$ cat config.mk
export PLATFORM = sky130hd
export DESIGN_NAME = cache_mem_top
export DESIGN_NICKNAME = d
export VERILOG_FILES = /design/src/rtl/cache_mem_pkg.sv /design/src/rtl/apb_burst_master.sv /design/src/rtl/cache_mem_top.sv /design/src/rtl/mem_req_arbiter.sv
export SDC_FILE = /design/constraint.sdc
export NUM_CORES = 1
export LEC_CHECK = 0
export ABC_CLOCK_PERIOD_IN_PS = 8800
export BUFFER_PORTS_ARGS = -buffer_cell sky130_fd_sc_hd__buf_2
export CORE_MARGIN = 8
export CORE_UTILIZATION = 59
export CTS_CLUSTER_DIAMETER = 50
export DETAILED_ROUTE_END_ITERATION = 12
export PLACE_DENSITY_LB_ADDON = 0.08
export SETUP_SLACK_MARGIN = 0.15
export SYNTH_ARGS = -nofsm -noshare
export SYNTH_HDL_FRONTEND = slang
export SYNTH_HIERARCHICAL = 1
export SYNTH_SLANG_ARGS = --single-unit
$ cat constraint.sdc
create_clock -name clk -period 8.8 [get_ports clk]
set_input_delay 1.32 -clock clk [delete_from_list [all_inputs] [get_ports clk]]
set_output_delay 1.32 -clock clk [all_outputs]
set_load 0.1 [all_outputs]
$ cat src/rtl/cache_mem_pkg.sv
package cache_mem_pkg;

    // words per cache block
    localparam int BLOCK_WORDS = 4;

    typedef logic [31:0] addr_t;
    typedef logic [31:0] word_t;
    typedef logic [3:0]  strb_t;
    // word 0 sits in the low bits
    typedef logic [BLOCK_WORDS*$bits(word_t)-1:0] block_t;

    typedef enum logic [1:0] {
        ICACHE_REQ_NONE,
        ICACHE_REQ_WORD,
        ICACHE_REQ_BLOCK
    } icache_req_e;

    typedef enum logic [2:0] {
        DCACHE_REQ_NONE,
        DCACHE_REQ_LOAD_WORD,
        DCACHE_REQ_LOAD_BLOCK,
        DCACHE_REQ_STORE_WORD,
        DCACHE_REQ_STORE_BLOCK
    } dcache_req_e;

    typedef enum logic [2:0] {
        BUS_NONE,
        BUS_LOAD_WORD,
        BUS_LOAD_BLOCK,
        BUS_STORE_WORD,
        BUS_STORE_BLOCK
    } bus_op_e;

    typedef enum logic [1:0] {
        RESP_NONE,
        RESP_ICACHE,
        RESP_DCACHE
    } resp_e;

    // arbiter to bus master
    typedef struct packed {
        bus_op_e op;
        addr_t   addr;
        word_t   wword;
        strb_t   wstrb;
        block_t  wblock;
    } bus_req_t;

    // bus master back to arbiter
    typedef struct packed {
        logic   ready;
        logic   finish;
        word_t  rword;
        block_t rblock;
    } bus_rsp_t;

    typedef struct packed {
        logic  psel;
        logic  penable;
        logic  pwrite;
        addr_t paddr;
        word_t pwdata;
        strb_t pstrb;
    } apb_req_t;

    typedef struct packed {
        logic  pready;
        word_t prdata;
    } apb_rsp_t;

endpackage

$ cat src/rtl/apb_burst_master.sv
`timescale 1ns/1ps

module apb_burst_master
    import cache_mem_pkg::*;
(
    input  logic     clk,
    input  logic     rstn,
    input  bus_req_t bus_req,
    output bus_rsp_t bus_rsp,
    output apb_req_t apb_out,
    input  apb_rsp_t apb_in
);

    localparam int BEAT_W   = $clog2(BLOCK_WORDS);
    localparam int WORD_W   = $bits(word_t);
    localparam int BLOCK_W  = $bits(block_t);

    typedef enum logic [1:0] {
        M_IDLE,
        M_SETUP,
        M_ACCESS,
        M_DONE
    } mst_state_e;

    mst_state_e        state;
    bus_op_e           op_q;
    logic [BEAT_W-1:0] beat_q;
    logic              ready_q;

    addr_t             base_q;
    word_t             wword_q;
    strb_t             wstrb_q;
    block_t            wblock_q;
    word_t             rword_q;
    block_t            rblock_q;

    logic              accept;
    logic              beat_done;
    logic              is_block;
    logic              is_store;
    logic              last_beat;

    assign accept    = (state == M_IDLE) && (bus_req.op != BUS_NONE);
    assign beat_done = (state == M_ACCESS) && apb_in.pready;
    assign is_block  = (op_q == BUS_LOAD_BLOCK) || (op_q == BUS_STORE_BLOCK);
    assign is_store  = (op_q == BUS_STORE_WORD) || (op_q == BUS_STORE_BLOCK);
    // a word op is a single beat
    assign last_beat = !is_block || (beat_q == BEAT_W'(BLOCK_WORDS - 1));

    always_ff @(posedge clk) begin
        if (!rstn) begin
            state   <= M_IDLE;
            op_q    <= BUS_NONE;
            beat_q  <= '0;
            ready_q <= 1'b0;
        end else begin
            ready_q <= 1'b0;
            case (state)
                M_IDLE: begin
                    if (accept) begin
                        state   <= M_SETUP;
                        op_q    <= bus_req.op;
                        beat_q  <= '0;
                        ready_q <= 1'b1;
                    end
                end
                M_SETUP: begin
                    state <= M_ACCESS;
                end
                M_ACCESS: begin
                    if (apb_in.pready) begin
                        if (last_beat) begin
                            state <= M_DONE;
                        end else begin
                            beat_q <= beat_q + 1'b1;
                            state  <= M_SETUP;
                        end
                    end
                end
                default: begin
                    state <= M_IDLE;
                end
            endcase
        end
    end

    // aligned base address and write data
    always_ff @(posedge clk) begin
        if (accept) begin
            if ((bus_req.op == BUS_LOAD_BLOCK) || (bus_req.op == BUS_STORE_BLOCK)) begin
                base_q <= bus_req.addr & ~addr_t'(4 * BLOCK_WORDS - 1);
            end else begin
                base_q <= bus_req.addr & ~addr_t'(3);
            end
            wword_q  <= bus_req.wword;
            wstrb_q  <= bus_req.wstrb;
            wblock_q <= bus_req.wblock;
        end
    end

    // beats shift in from the top, so word 0 ends up low
    always_ff @(posedge clk) begin
        if (beat_done) begin
            rword_q  <= apb_in.prdata;
            rblock_q <= {apb_in.prdata, rblock_q[BLOCK_W-1:WORD_W]};
        end
    end

    assign apb_out.psel    = (state == M_SETUP) || (state == M_ACCESS);
    assign apb_out.penable = (state == M_ACCESS);
    assign apb_out.pwrite  = is_store;
    assign apb_out.paddr   = base_q + addr_t'({beat_q, 2'b00});
    assign apb_out.pwdata  = is_block ? wblock_q[beat_q*WORD_W +: WORD_W] : wword_q;
    // no strobes on reads
    assign apb_out.pstrb   = !is_store ? '0 : (is_block ? '1 : wstrb_q);

    assign bus_rsp.ready  = ready_q;
    assign bus_rsp.finish = (state == M_DONE);
    assign bus_rsp.rword  = rword_q;
    assign bus_rsp.rblock = rblock_q;

endmodule

$ cat src/rtl/cache_mem_top.sv
`timescale 1ns/1ps

module cache_mem_top
    import cache_mem_pkg::*;
(
    input  logic        clk,
    input  logic        rstn,
    input  icache_req_e icache_req,
    input  addr_t       icache_addr,
    input  dcache_req_e dcache_req,
    input  addr_t       dcache_addr,
    input  word_t       dcache_wword,
    input  strb_t       dcache_wstrb,
    input  block_t      dcache_wblock,
    output resp_e       response,
    output word_t       rword,
    output block_t      rblock,
    output apb_req_t    apb_out,
    input  apb_rsp_t    apb_in
);

    // internal request/finish handshake
    bus_req_t bus_req;
    bus_rsp_t bus_rsp;

    mem_req_arbiter u_arbiter (
        .clk           (clk),
        .rstn          (rstn),
        .icache_req    (icache_req),
        .icache_addr   (icache_addr),
        .dcache_req    (dcache_req),
        .dcache_addr   (dcache_addr),
        .dcache_wword  (dcache_wword),
        .dcache_wstrb  (dcache_wstrb),
        .dcache_wblock (dcache_wblock),
        .response      (response),
        .rword         (rword),
        .rblock        (rblock),
        .bus_req       (bus_req),
        .bus_rsp       (bus_rsp)
    );

    apb_burst_master u_master (
        .clk     (clk),
        .rstn    (rstn),
        .bus_req (bus_req),
        .bus_rsp (bus_rsp),
        .apb_out (apb_out),
        .apb_in  (apb_in)
    );

endmodule

$ cat src/rtl/mem_req_arbiter.sv
`timescale 1ns/1ps

module mem_req_arbiter
    import cache_mem_pkg::*;
(
    input  logic        clk,
    input  logic        rstn,
    input  icache_req_e icache_req,
    input  addr_t       icache_addr,
    input  dcache_req_e dcache_req,
    input  addr_t       dcache_addr,
    input  word_t       dcache_wword,
    input  strb_t       dcache_wstrb,
    input  block_t      dcache_wblock,
    output resp_e       response,
    output word_t       rword,
    output block_t      rblock,
    output bus_req_t    bus_req,
    input  bus_rsp_t    bus_rsp
);

    typedef enum logic [1:0] {
        ARB_WAIT,
        ARB_REQ,
        ARB_WAIT_FINISH,
        ARB_FINISH
    } arb_state_e;

    arb_state_e  cs;
    arb_state_e  ns;

    // one captured request per side
    icache_req_e ireq_q;
    addr_t       iaddr_q;
    dcache_req_e dreq_q;
    addr_t       daddr_q;
    word_t       dwword_q;
    strb_t       dwstrb_q;
    block_t      dwblock_q;

    logic        pick_dcache;
    bus_op_e     pick_op;
    logic        sel_dcache;
    logic        grant;
    logic        done;
    bus_op_e     op_q;
    addr_t       addr_q;

    assign grant = (cs == ARB_WAIT) && (ns == ARB_REQ);
    assign done  = (ns == ARB_FINISH);

    always_ff @(posedge clk) begin
        if (!rstn) begin
            ireq_q <= ICACHE_REQ_NONE;
        end else if (done && !sel_dcache) begin
            ireq_q <= ICACHE_REQ_NONE;
        end else if (icache_req != ICACHE_REQ_NONE) begin
            ireq_q <= icache_req;
        end
    end

    always_ff @(posedge clk) begin
        if (!rstn) begin
            dreq_q <= DCACHE_REQ_NONE;
        end else if (done && sel_dcache) begin
            dreq_q <= DCACHE_REQ_NONE;
        end else if (dcache_req != DCACHE_REQ_NONE) begin
            dreq_q <= dcache_req;
        end
    end

    always_ff @(posedge clk) begin
        if (icache_req != ICACHE_REQ_NONE) begin
            iaddr_q <= icache_addr;
        end
        if (dcache_req != DCACHE_REQ_NONE) begin
            daddr_q   <= dcache_addr;
            dwword_q  <= dcache_wword;
            dwstrb_q  <= dcache_wstrb;
            dwblock_q <= dcache_wblock;
        end
    end

    always_ff @(posedge clk) begin
        if (!rstn) begin
            cs <= ARB_WAIT;
        end else begin
            cs <= ns;
        end
    end

    // dcache wins over icache when both are pending
    always_comb begin
        ns          = cs;
        pick_dcache = 1'b0;
        pick_op     = BUS_NONE;
        case (cs)
            ARB_WAIT: begin
                if (dreq_q != DCACHE_REQ_NONE) begin
                    ns          = ARB_REQ;
                    pick_dcache = 1'b1;
                    case (dreq_q)
                        DCACHE_REQ_LOAD_WORD:   pick_op = BUS_LOAD_WORD;
                        DCACHE_REQ_LOAD_BLOCK:  pick_op = BUS_LOAD_BLOCK;
                        DCACHE_REQ_STORE_WORD:  pick_op = BUS_STORE_WORD;
                        default:                pick_op = BUS_STORE_BLOCK;
                    endcase
                end else if (ireq_q != ICACHE_REQ_NONE) begin
                    ns      = ARB_REQ;
                    pick_op = (ireq_q == ICACHE_REQ_BLOCK) ? BUS_LOAD_BLOCK : BUS_LOAD_WORD;
                end
            end
            ARB_REQ: begin
                if (bus_rsp.ready) begin
                    ns = ARB_WAIT_FINISH;
                end
            end
            ARB_WAIT_FINISH: begin
                if (bus_rsp.finish) begin
                    ns = ARB_FINISH;
                end
            end
            default: begin
                ns = ARB_WAIT;
            end
        endcase
    end

    always_ff @(posedge clk) begin
        if (!rstn) begin
            sel_dcache <= 1'b0;
            op_q       <= BUS_NONE;
        end else if (grant) begin
            sel_dcache <= pick_dcache;
            op_q       <= pick_op;
        end else if ((cs == ARB_REQ) && bus_rsp.ready) begin
            op_q <= BUS_NONE;
        end
    end

    always_ff @(posedge clk) begin
        if (grant) begin
            addr_q <= pick_dcache ? daddr_q : iaddr_q;
        end
    end

    // write data stays in the dcache capture until its response
    assign bus_req = '{
        op:     op_q,
        addr:   addr_q,
        wword:  dwword_q,
        wstrb:  dwstrb_q,
        wblock: dwblock_q
    };

    always_ff @(posedge clk) begin
        if (!rstn) begin
            response <= RESP_NONE;
        end else if (done) begin
            response <= sel_dcache ? RESP_DCACHE : RESP_ICACHE;
        end else begin
            response <= RESP_NONE;
        end
    end

    // load data held until the next completion
    always_ff @(posedge clk) begin
        if (done) begin
            rword  <= bus_rsp.rword;
            rblock <= bus_rsp.rblock;
        end
    end

endmodule

# == After elaboration in Yosys (flattened, before gate mapping) ==
# Cells that the tools add are included.
# op_classes
eq_ne,20
n_reduce_logical,29
shift,1
addsub,2
mux,28
bitwise_logic,1
# ops
operator,n
$shiftx A128 B8 Y32,1
$mux W32,2
$add A32 B4 Y32,1
$mux W2,12
$eq A3 B2 Y1 const B,5
$mux W3,5
$eq A2 B2 Y1 const B,6
$pmux W2 S3,2
$pmux W3 S3,1
$reduce_bool A3 Y1,3
$mux W4,2
$reduce_and A2 Y1,4
$reduce_bool A2 Y1,4
$eq A2 B1 Y1 const B,3
$eq A3 B3 Y1 const B,2
$logic_and A1 B1 Y1,6
$logic_or A1 B1 Y1,5
$logic_not A2 Y1,2
$ne A2 B1 Y1 const B,2
$pmux W2 S2,1
$reduce_and A4 Y1,1
$reduce_or A2 Y1,2
$eq A3 B1 Y1 const B,1
$mux W1,3
other kinds (4),5
# word_totals
reg_bits,797
out_inout_bits,233
in_bits,268
word_cells,106

# == Longest topological paths before layout ==
# Gate-level depths: netlist of run 1.
# logic_depth
ltp_word,7
depth_mapped,7
mapped_depth_nobuf,6

# == Hierarchy ==
# The synthesis of run 1 kept the hierarchy.
# by_module_without_submodules
module,cells_per_inst,seq_area_each_um2,area_per_inst_um2,instances
mem_req_arbiter,517,12872.3,13670.6,1
apb_burst_master,589,9829.4,12350.6,1

# == Worst setup path before layout of run 1 ==
# OpenSTA, ideal clock, no wires.
# synth_timing
path_type,input-to-reg
startpoint,input port dcache_req[1]
endpoint,"register u_arbiter.daddr_q[0], enable pin"
cell_stages,2
required_ns,8.252
setup_slack_ns,3.078
setup_time_ns,0.548
t_arrival_ns,5.174
n_path_buf,0
path_cell_list,nor3_1 -> inv_1
# synth_via
elab_chain_len,1
# synth_rtl
item,line_no,rtl
"start, declared",cache_mem_top.sv:10,"input dcache_req_e dcache_req,"
$reduce_bool A3 Y1,mem_req_arbiter.sv:76,if (dcache_req != DCACHE_REQ_NONE) begin
"end signal, assigned",mem_req_arbiter.sv:77,daddr_q <= dcache_addr;
"end, declared",mem_req_arbiter.sv:36,addr_t daddr_q;
# Every way passes these cells.
# A chain may end at the register's enable or synchronous reset.

==> results.sh, run 1 <==
export IMPL_worstHoldPathCells=0
export IMPL_io_pins=501
export IMPL_r2r_end="u_master/wword_q[20]"
export IMPL_ctsLongestPathBuffers=3
export IMPL_path_buf_inv=1
export IMPL_p_total_mw=8.96
export IMPL_critPathMaxFanout=37
export IMPL_post_cts_setup_buffers=0
export IMPL_start_kind="flip-flop"
export IMPL_finalCritPeriodShare=0.533
export IMPL_r2r_slack_ns=5.75
export IMPL_drt_met1_wl_um=19600
export IMPL_first_iter_violations=1010
export IMPL_cts_sinks=757
export IMPL_holdBufCountCts=0
export IMPL_viasPerCell=5.20
export IMPL_die_h_um=225
export IMPL_powerDensity_mw_per_mm2=288
export IMPL_ant_nets=0
export IMPL_maxCapViolCount=0
export IMPL_worstHoldEndpoint="u_master/wblock_q[55]"
export IMPL_tritoncts="built"
export IMPL_yosysWarnings=6
export IMPL_timing_fmax_mhz=213
export IMPL_fin_crit_ns=4.69
export IMPL_p_leak_nw=11.4
export IMPL_worstRegToRegCells=5
export IMPL_skew_ns=0.0173
export IMPL_clk_latency_ns=0.61
export IMPL_path_cells="ha_1 -> fa_1 -> and2_2 -> nand4_1 -> nor3_1 -> xor2_1 -> buf_2"
export IMPL_endpoint_kind="output port"
export IMPL_cts_resized=0
export IMPL_dpl_hpwl_um=36700
export IMPL_hold_slack_ns=0.410
export IMPL_htreeDepth=3
export IMPL_wl_per_cell_um=23.3
export IMPL_core_rowCount=76
export IMPL_coreArea_mm2=0.0432
export IMPL_reg2reg_from="u_master/state[0]"
export IMPL_peakVddDrop_mv=0.214
export IMPL_cpPeakStageDelay_ns=0.88
export IMPL_synth_area_mm2=0.0258
export IMPL_layout_drive_gt1_share=0.433
export IMPL_grt_pass1_wl_um=76600
export IMPL_portBuffers=494
export IMPL_setup_viol=0
export IMPL_hp_class="flip-flop to flip-flop"
export IMPL_via_count=11900
export IMPL_crit_family="flip-flops"
export IMPL_die_area_mm2=0.0507
export IMPL_criticalPathCategory="flip-flop to output port"
export IMPL_drt_pass1_iter_count=5
export IMPL_wl_met3_um=5220
export IMPL_routed_wl_um=53300
export IMPL_slew_viol_final=0
export IMPL_wl_met2_um=26800
export IMPL_cts_clk_slew_worst_paths_ns=0.06
export IMPL_worstPathRequired_ns=7.48
export IMPL_arrival_ns=3.37
export IMPL_nNetsFinal=1901
export IMPL_min_delay_start="u_arbiter/dwblock_q[55]"
export IMPL_netlist_instances=1098
export IMPL_avgSynthCellArea_um2=23.5
export IMPL_gp_congestion=0.799
export IMPL_antenna_found_initial=25
export IMPL_status="finished, final reports clean"
export IMPL_fin_setup_tns_ns=0
export IMPL_hold_viol_final=0
export IMPL_grt_max_degree=132
export IMPL_cp_slowest_cell="dfxtp_4"
export IMPL_drc=0
export IMPL_tightest_slew_ns=1.09
export IMPL_rsz0062_at_grt="false"
export IMPL_overflow=0
export IMPL_numCtsBuffers=77
export IMPL_grt_use_total=0.208
export IMPL_clock_root_buffer="clkbuf_16"
export IMPL_area_delta_synth_final_pct=20.6
export IMPL_start_util=0.598
export IMPL_num_fill_cells=2694
export IMPL_die_width_um=225
export IMPL_relSlewSlack=0.272
export IMPL_highest_layer="met5"
export IMPL_grt_pass1_vias=12300
==> layer usage <==
layer,global-route usage,up-vias
li1,-,5442
met1,0.242,5926
met2,0.346,414
met3,0.0887,105
met4,0.0692,26
met5,0,-
==> area by class of cell <==
| cell class | instances | area [um^2] | area share |
|---|---|---|---|
| Antenna cell | 18 | 45.0 | 0.00145 |
| Tap cell | 585 | 732 | 0.0235 |
| Clock buffer | 94 | 2010 | 0.0646 |
| Inverter | 11 | 61.3 | 0.00197 |
| Timing Repair Buffer | 501 | 2520 | 0.0811 |
| Clock inverter | 46 | 398 | 0.0128 |
| Sequential cell | 757 | 22500 | 0.723 |
| Multi-Input combinational cell | 277 | 2850 | 0.0915 |
==> layout by cell type, fill, tap and decap left out, drive strengths merged, types with 6 or more instances in the layout <==
cell      n
buf     501
diode    18
o21a      6
clkbuf   94
edfxtp  736
nor4      8
clkinv   33
nor3      9
and3      7
nand3    15
inv      17
xor2     19
mux4     32
nor2     18
a21oi    10
nand4     8
ha        7
mux2     62
dfxtp    21
nor2b     6
nand2    18
xnor2    11
==> per-stage QoR <==
step                      instance area (um^2)  utilization  cells  setup slack [ns]
final                                    31100        0.722   2289              4.11
after global routing                     31100        0.721   2279              3.77
after CTS                                31100        0.720   2271              3.95
after detailed placement                 28700        0.665   2131              4.59
after global placement                   28700        0.665   2131              4.61
after floorplan                          25800            -   1099              3.12
==> worst max path at each step <==
| stage | startpoint | to | depth (start not counted) |
|---|---|---|---|
| finish | u_master/beat_q[0] | apb_out[52] | 7 |
| floorplan | dcache_req[1] | u_arbiter/daddr_q[10] | 2 |
| CTS | u_master/beat_q[0] | apb_out[52] | 7 |
| global route | u_master/beat_q[0] | apb_out[54] | 7 |
| detailed placement | u_master/beat_q[0] | apb_out[52] | 7 |
| global placement | u_master/beat_q[0] | apb_out[52] | 7 |
==> flip-flops by register name (all words and copies together), names as in the netlist, 32 cells and up <==
signal and count:
u_arbiter/dwblock_q 128, u_arbiter/rblock 128, u_master/wblock_q 128, u_master/rblock_q 96, u_arbiter/dwword_q 32, u_arbiter/rword 32
u_master/rword_q 32, u_master/wword_q 32
==> power breakdown <==
part | total (mW) | internal, mW | switching, mW
Sequential | 4.61 | 4.47 | 0.137
Combinational | 1.28 | 0.274 | 1.01
Clock | 3.07 | 1.76 | 1.30
Total | 8.96 | 6.51 | 2.45
(Power assumes the default switching activity.)
==> run 2: changes to the inputs <==
- ABC_CLOCK_PERIOD_IN_PS: 8800 -> 4550
- CORE_UTILIZATION: 59 -> 55
- clock period: 8.8 -> 4.55 ns (I/O delays scaled with it)
==> run 2 against run 1 <==
Compared with the run above: cell area is 0.65% higher; largest power group unchanged; largest cell class unchanged; sequential cell count stayed put; via count about the same; clock skew decreased by 0.0046 ns; combinational power rose by 96%; die area rose by 6.7%; core utilization is 4.7 points lower.
==> results.sh, run 2 (synthesized netlist as in run 1, its figures left out) <==
export IMPL_fin_setup_tns_ns=0
export IMPL_drt_met1_wl_um=19500
export IMPL_start_util=0.556
export IMPL_crit_family="simple AND/OR/NAND/NOR gates"
export IMPL_dpl_hpwl_um=36300
export IMPL_final_cell_mix="edfxtp_1, buf_2, clkbuf_16"
export IMPL_htreeDepth=3
export IMPL_finalCritPeriodShare=0.840
export IMPL_worstRegToRegCells=5
export IMPL_hold_viol_final=0
export IMPL_nNetsFinal=1903
export IMPL_grt_pass1_vias=12100
export IMPL_arrival_ns=3.14
export IMPL_routed_wl_um=53200
export IMPL_p_leak_nw=11.4
export IMPL_overflow=0
export IMPL_cp_slowest_cell="dfxtp_4"
export IMPL_status="finished, final reports clean"
export IMPL_first_iter_violations=757
export IMPL_setup_viol=0
export IMPL_clock_root_buffer="clkbuf_16"
export IMPL_layout_commonest_cell="edfxtp_1"
export IMPL_cts_resized=0
export IMPL_coreArea_mm2=0.0465
export IMPL_rsz0062_at_grt="false"
export IMPL_grt_pass1_wl_um=75600
export IMPL_wl_met3_um=5240
export IMPL_start_kind="flip-flop"
export IMPL_ctsLongestPathBuffers=3
export IMPL_grt_use_total=0.191
export IMPL_clk_latency_ns=0.60
export IMPL_timing_fmax_mhz=262
export IMPL_die_width_um=233
export IMPL_antenna_found_initial=20
export IMPL_highest_layer="met5"
export IMPL_powerDensity_mw_per_mm2=564
export IMPL_endpoint_kind="output port"
export IMPL_wl_per_cell_um=23.1
export IMPL_worstPathRequired_ns=3.87
export IMPL_core_rowCount=79
export IMPL_hp_class="primary input to flip-flop"
export IMPL_num_fill_cells=3082
export IMPL_r2r_end="u_master/base_q[2]"
export IMPL_tightest_slew_ns=1.03
export IMPL_ant_nets=0
export IMPL_criticalPathCategory="flip-flop to output port"
export IMPL_die_area_mm2=0.0541
export IMPL_cts_clk_slew_worst_paths_ns=0.06
export IMPL_drt_pass1_iter_count=4
export IMPL_path_cells="ha_1 -> fa_1 -> and2_2 -> nand4_1 -> nor3_1 -> xor2_1 -> buf_2"
export IMPL_layout_drive_gt1_share=0.436
export IMPL_reg_largest_list="u_arbiter/dwblock_q (128), u_arbiter/rblock (128), u_master/wblock_q (128)"
export IMPL_peakVddDrop_mv=0.475
export IMPL_via_count=11900
export IMPL_critPathLaunch="u_master/beat_q[0]"
export IMPL_reg2reg_from="u_master/state[0]"
export IMPL_fin_crit_ns=3.82
export IMPL_tritoncts="built"
export IMPL_multi_input_area_mm2=0.00286
export IMPL_numCtsBuffers=75
export IMPL_path_buf_inv=1
export IMPL_wl_met2_um=26900
export IMPL_critPathMaxFanout=19
export IMPL_grt_max_degree=148
export IMPL_path_depth=7
export IMPL_seq_area_mm2=0.0225
export IMPL_io_pins=501
export IMPL_holdBufCountCts=0
export IMPL_maxCapViolCount=0
export IMPL_skew_ns=0.0127
export IMPL_min_delay_start="apb_in[28]"
export IMPL_viasPerCell=5.18
export IMPL_cpPeakStageDelay_ns=0.62
export IMPL_post_cts_setup_buffers=0
export IMPL_cts_sinks=757
export IMPL_relSlewSlack=0.310
export IMPL_r2r_slack_ns=1.73
export IMPL_drc=0
export IMPL_crit_end="apb_out[52]"
export IMPL_area_delta_synth_final_pct=21.4
export IMPL_die_h_um=233
export IMPL_p_total_mw=17.7
export IMPL_gp_congestion=0.768
export IMPL_portBuffers=494
export IMPL_slew_viol_final=0
## run 2: cell count changes in the layout (fill, tap and decap cells not counted), sizes merged
cell	change
buf	+4
clkinv	-15
clkinvlp	-1
inv	-2
bufinv	+7
diode	-8
clkbuf	+3
## run 2: worst reg2reg max path, stage by stage (launching register included)
cell	delay, ns
dfxtp_1	0.33
inv_1	0.13
ha_1	0.35
nand2b_1	0.18
clkinvlp_4	0.48
buf_4	0.86
## run 2: layer usage
layer,GRT usage,up-vias
met1,0.219,5972
met4,0.0618,26
li1,-,5415
met3,0.0885,104
met5,0,-
met2,0.318,388
## run 2: metrics by stage
step / util / hold WS [ns] / setup slack (ns) / std cells / instance area [um^2]
detailed placement: 0.620 / 0.405 / 1.35 / 2157 / 28800
finish: 0.675 / 0.249 / 0.727 / 2299 / 31400
global placement: 0.620 / 0.401 / 1.41 / 2157 / 28800
global route: 0.675 / 0.206 / 0.510 / 2294 / 31300
floorplan: - / 0.400 / 0.235 / 1099 / 25800
CTS: 0.674 / 0.204 / 0.652 / 2289 / 31300
## run 2: worst min-delay path by stage
stage / cells after the start / end / slack (ns)
6_report: 1 / u_master/rword_q[28] / 0.25
5_1_grt: 1 / u_arbiter/daddr_q[8] / 0.21
4_1_cts: 1 / u_master/rword_q[3] / 0.20
3_5_place_dp: 0 / u_arbiter/rblock[3] / 0.40
3_3_place_gp: 0 / u_master/wblock_q[21] / 0.40
2_1_floorplan: 0 / u_arbiter/rblock[0] / 0.40
## run 2: layout make-up
type	count	share of cell area
Antenna cell	10	0.000798
Clock buffer	97	0.0651
Clock inverter	35	0.0154
Inverter	11	0.00172
Multi-Input combinational cell	277	0.0911
Sequential cell	757	0.719
Tap cell	607	0.0242
Timing Repair Buffer	505	0.0831
## run 2: power breakdown
group	switching, mW	total (mW)	internal (mW)
sequential	0.259	8.90	8.64
clock	2.47	6.28	3.80
combinational	1.96	2.51	0.550
total	4.69	17.7	13.0
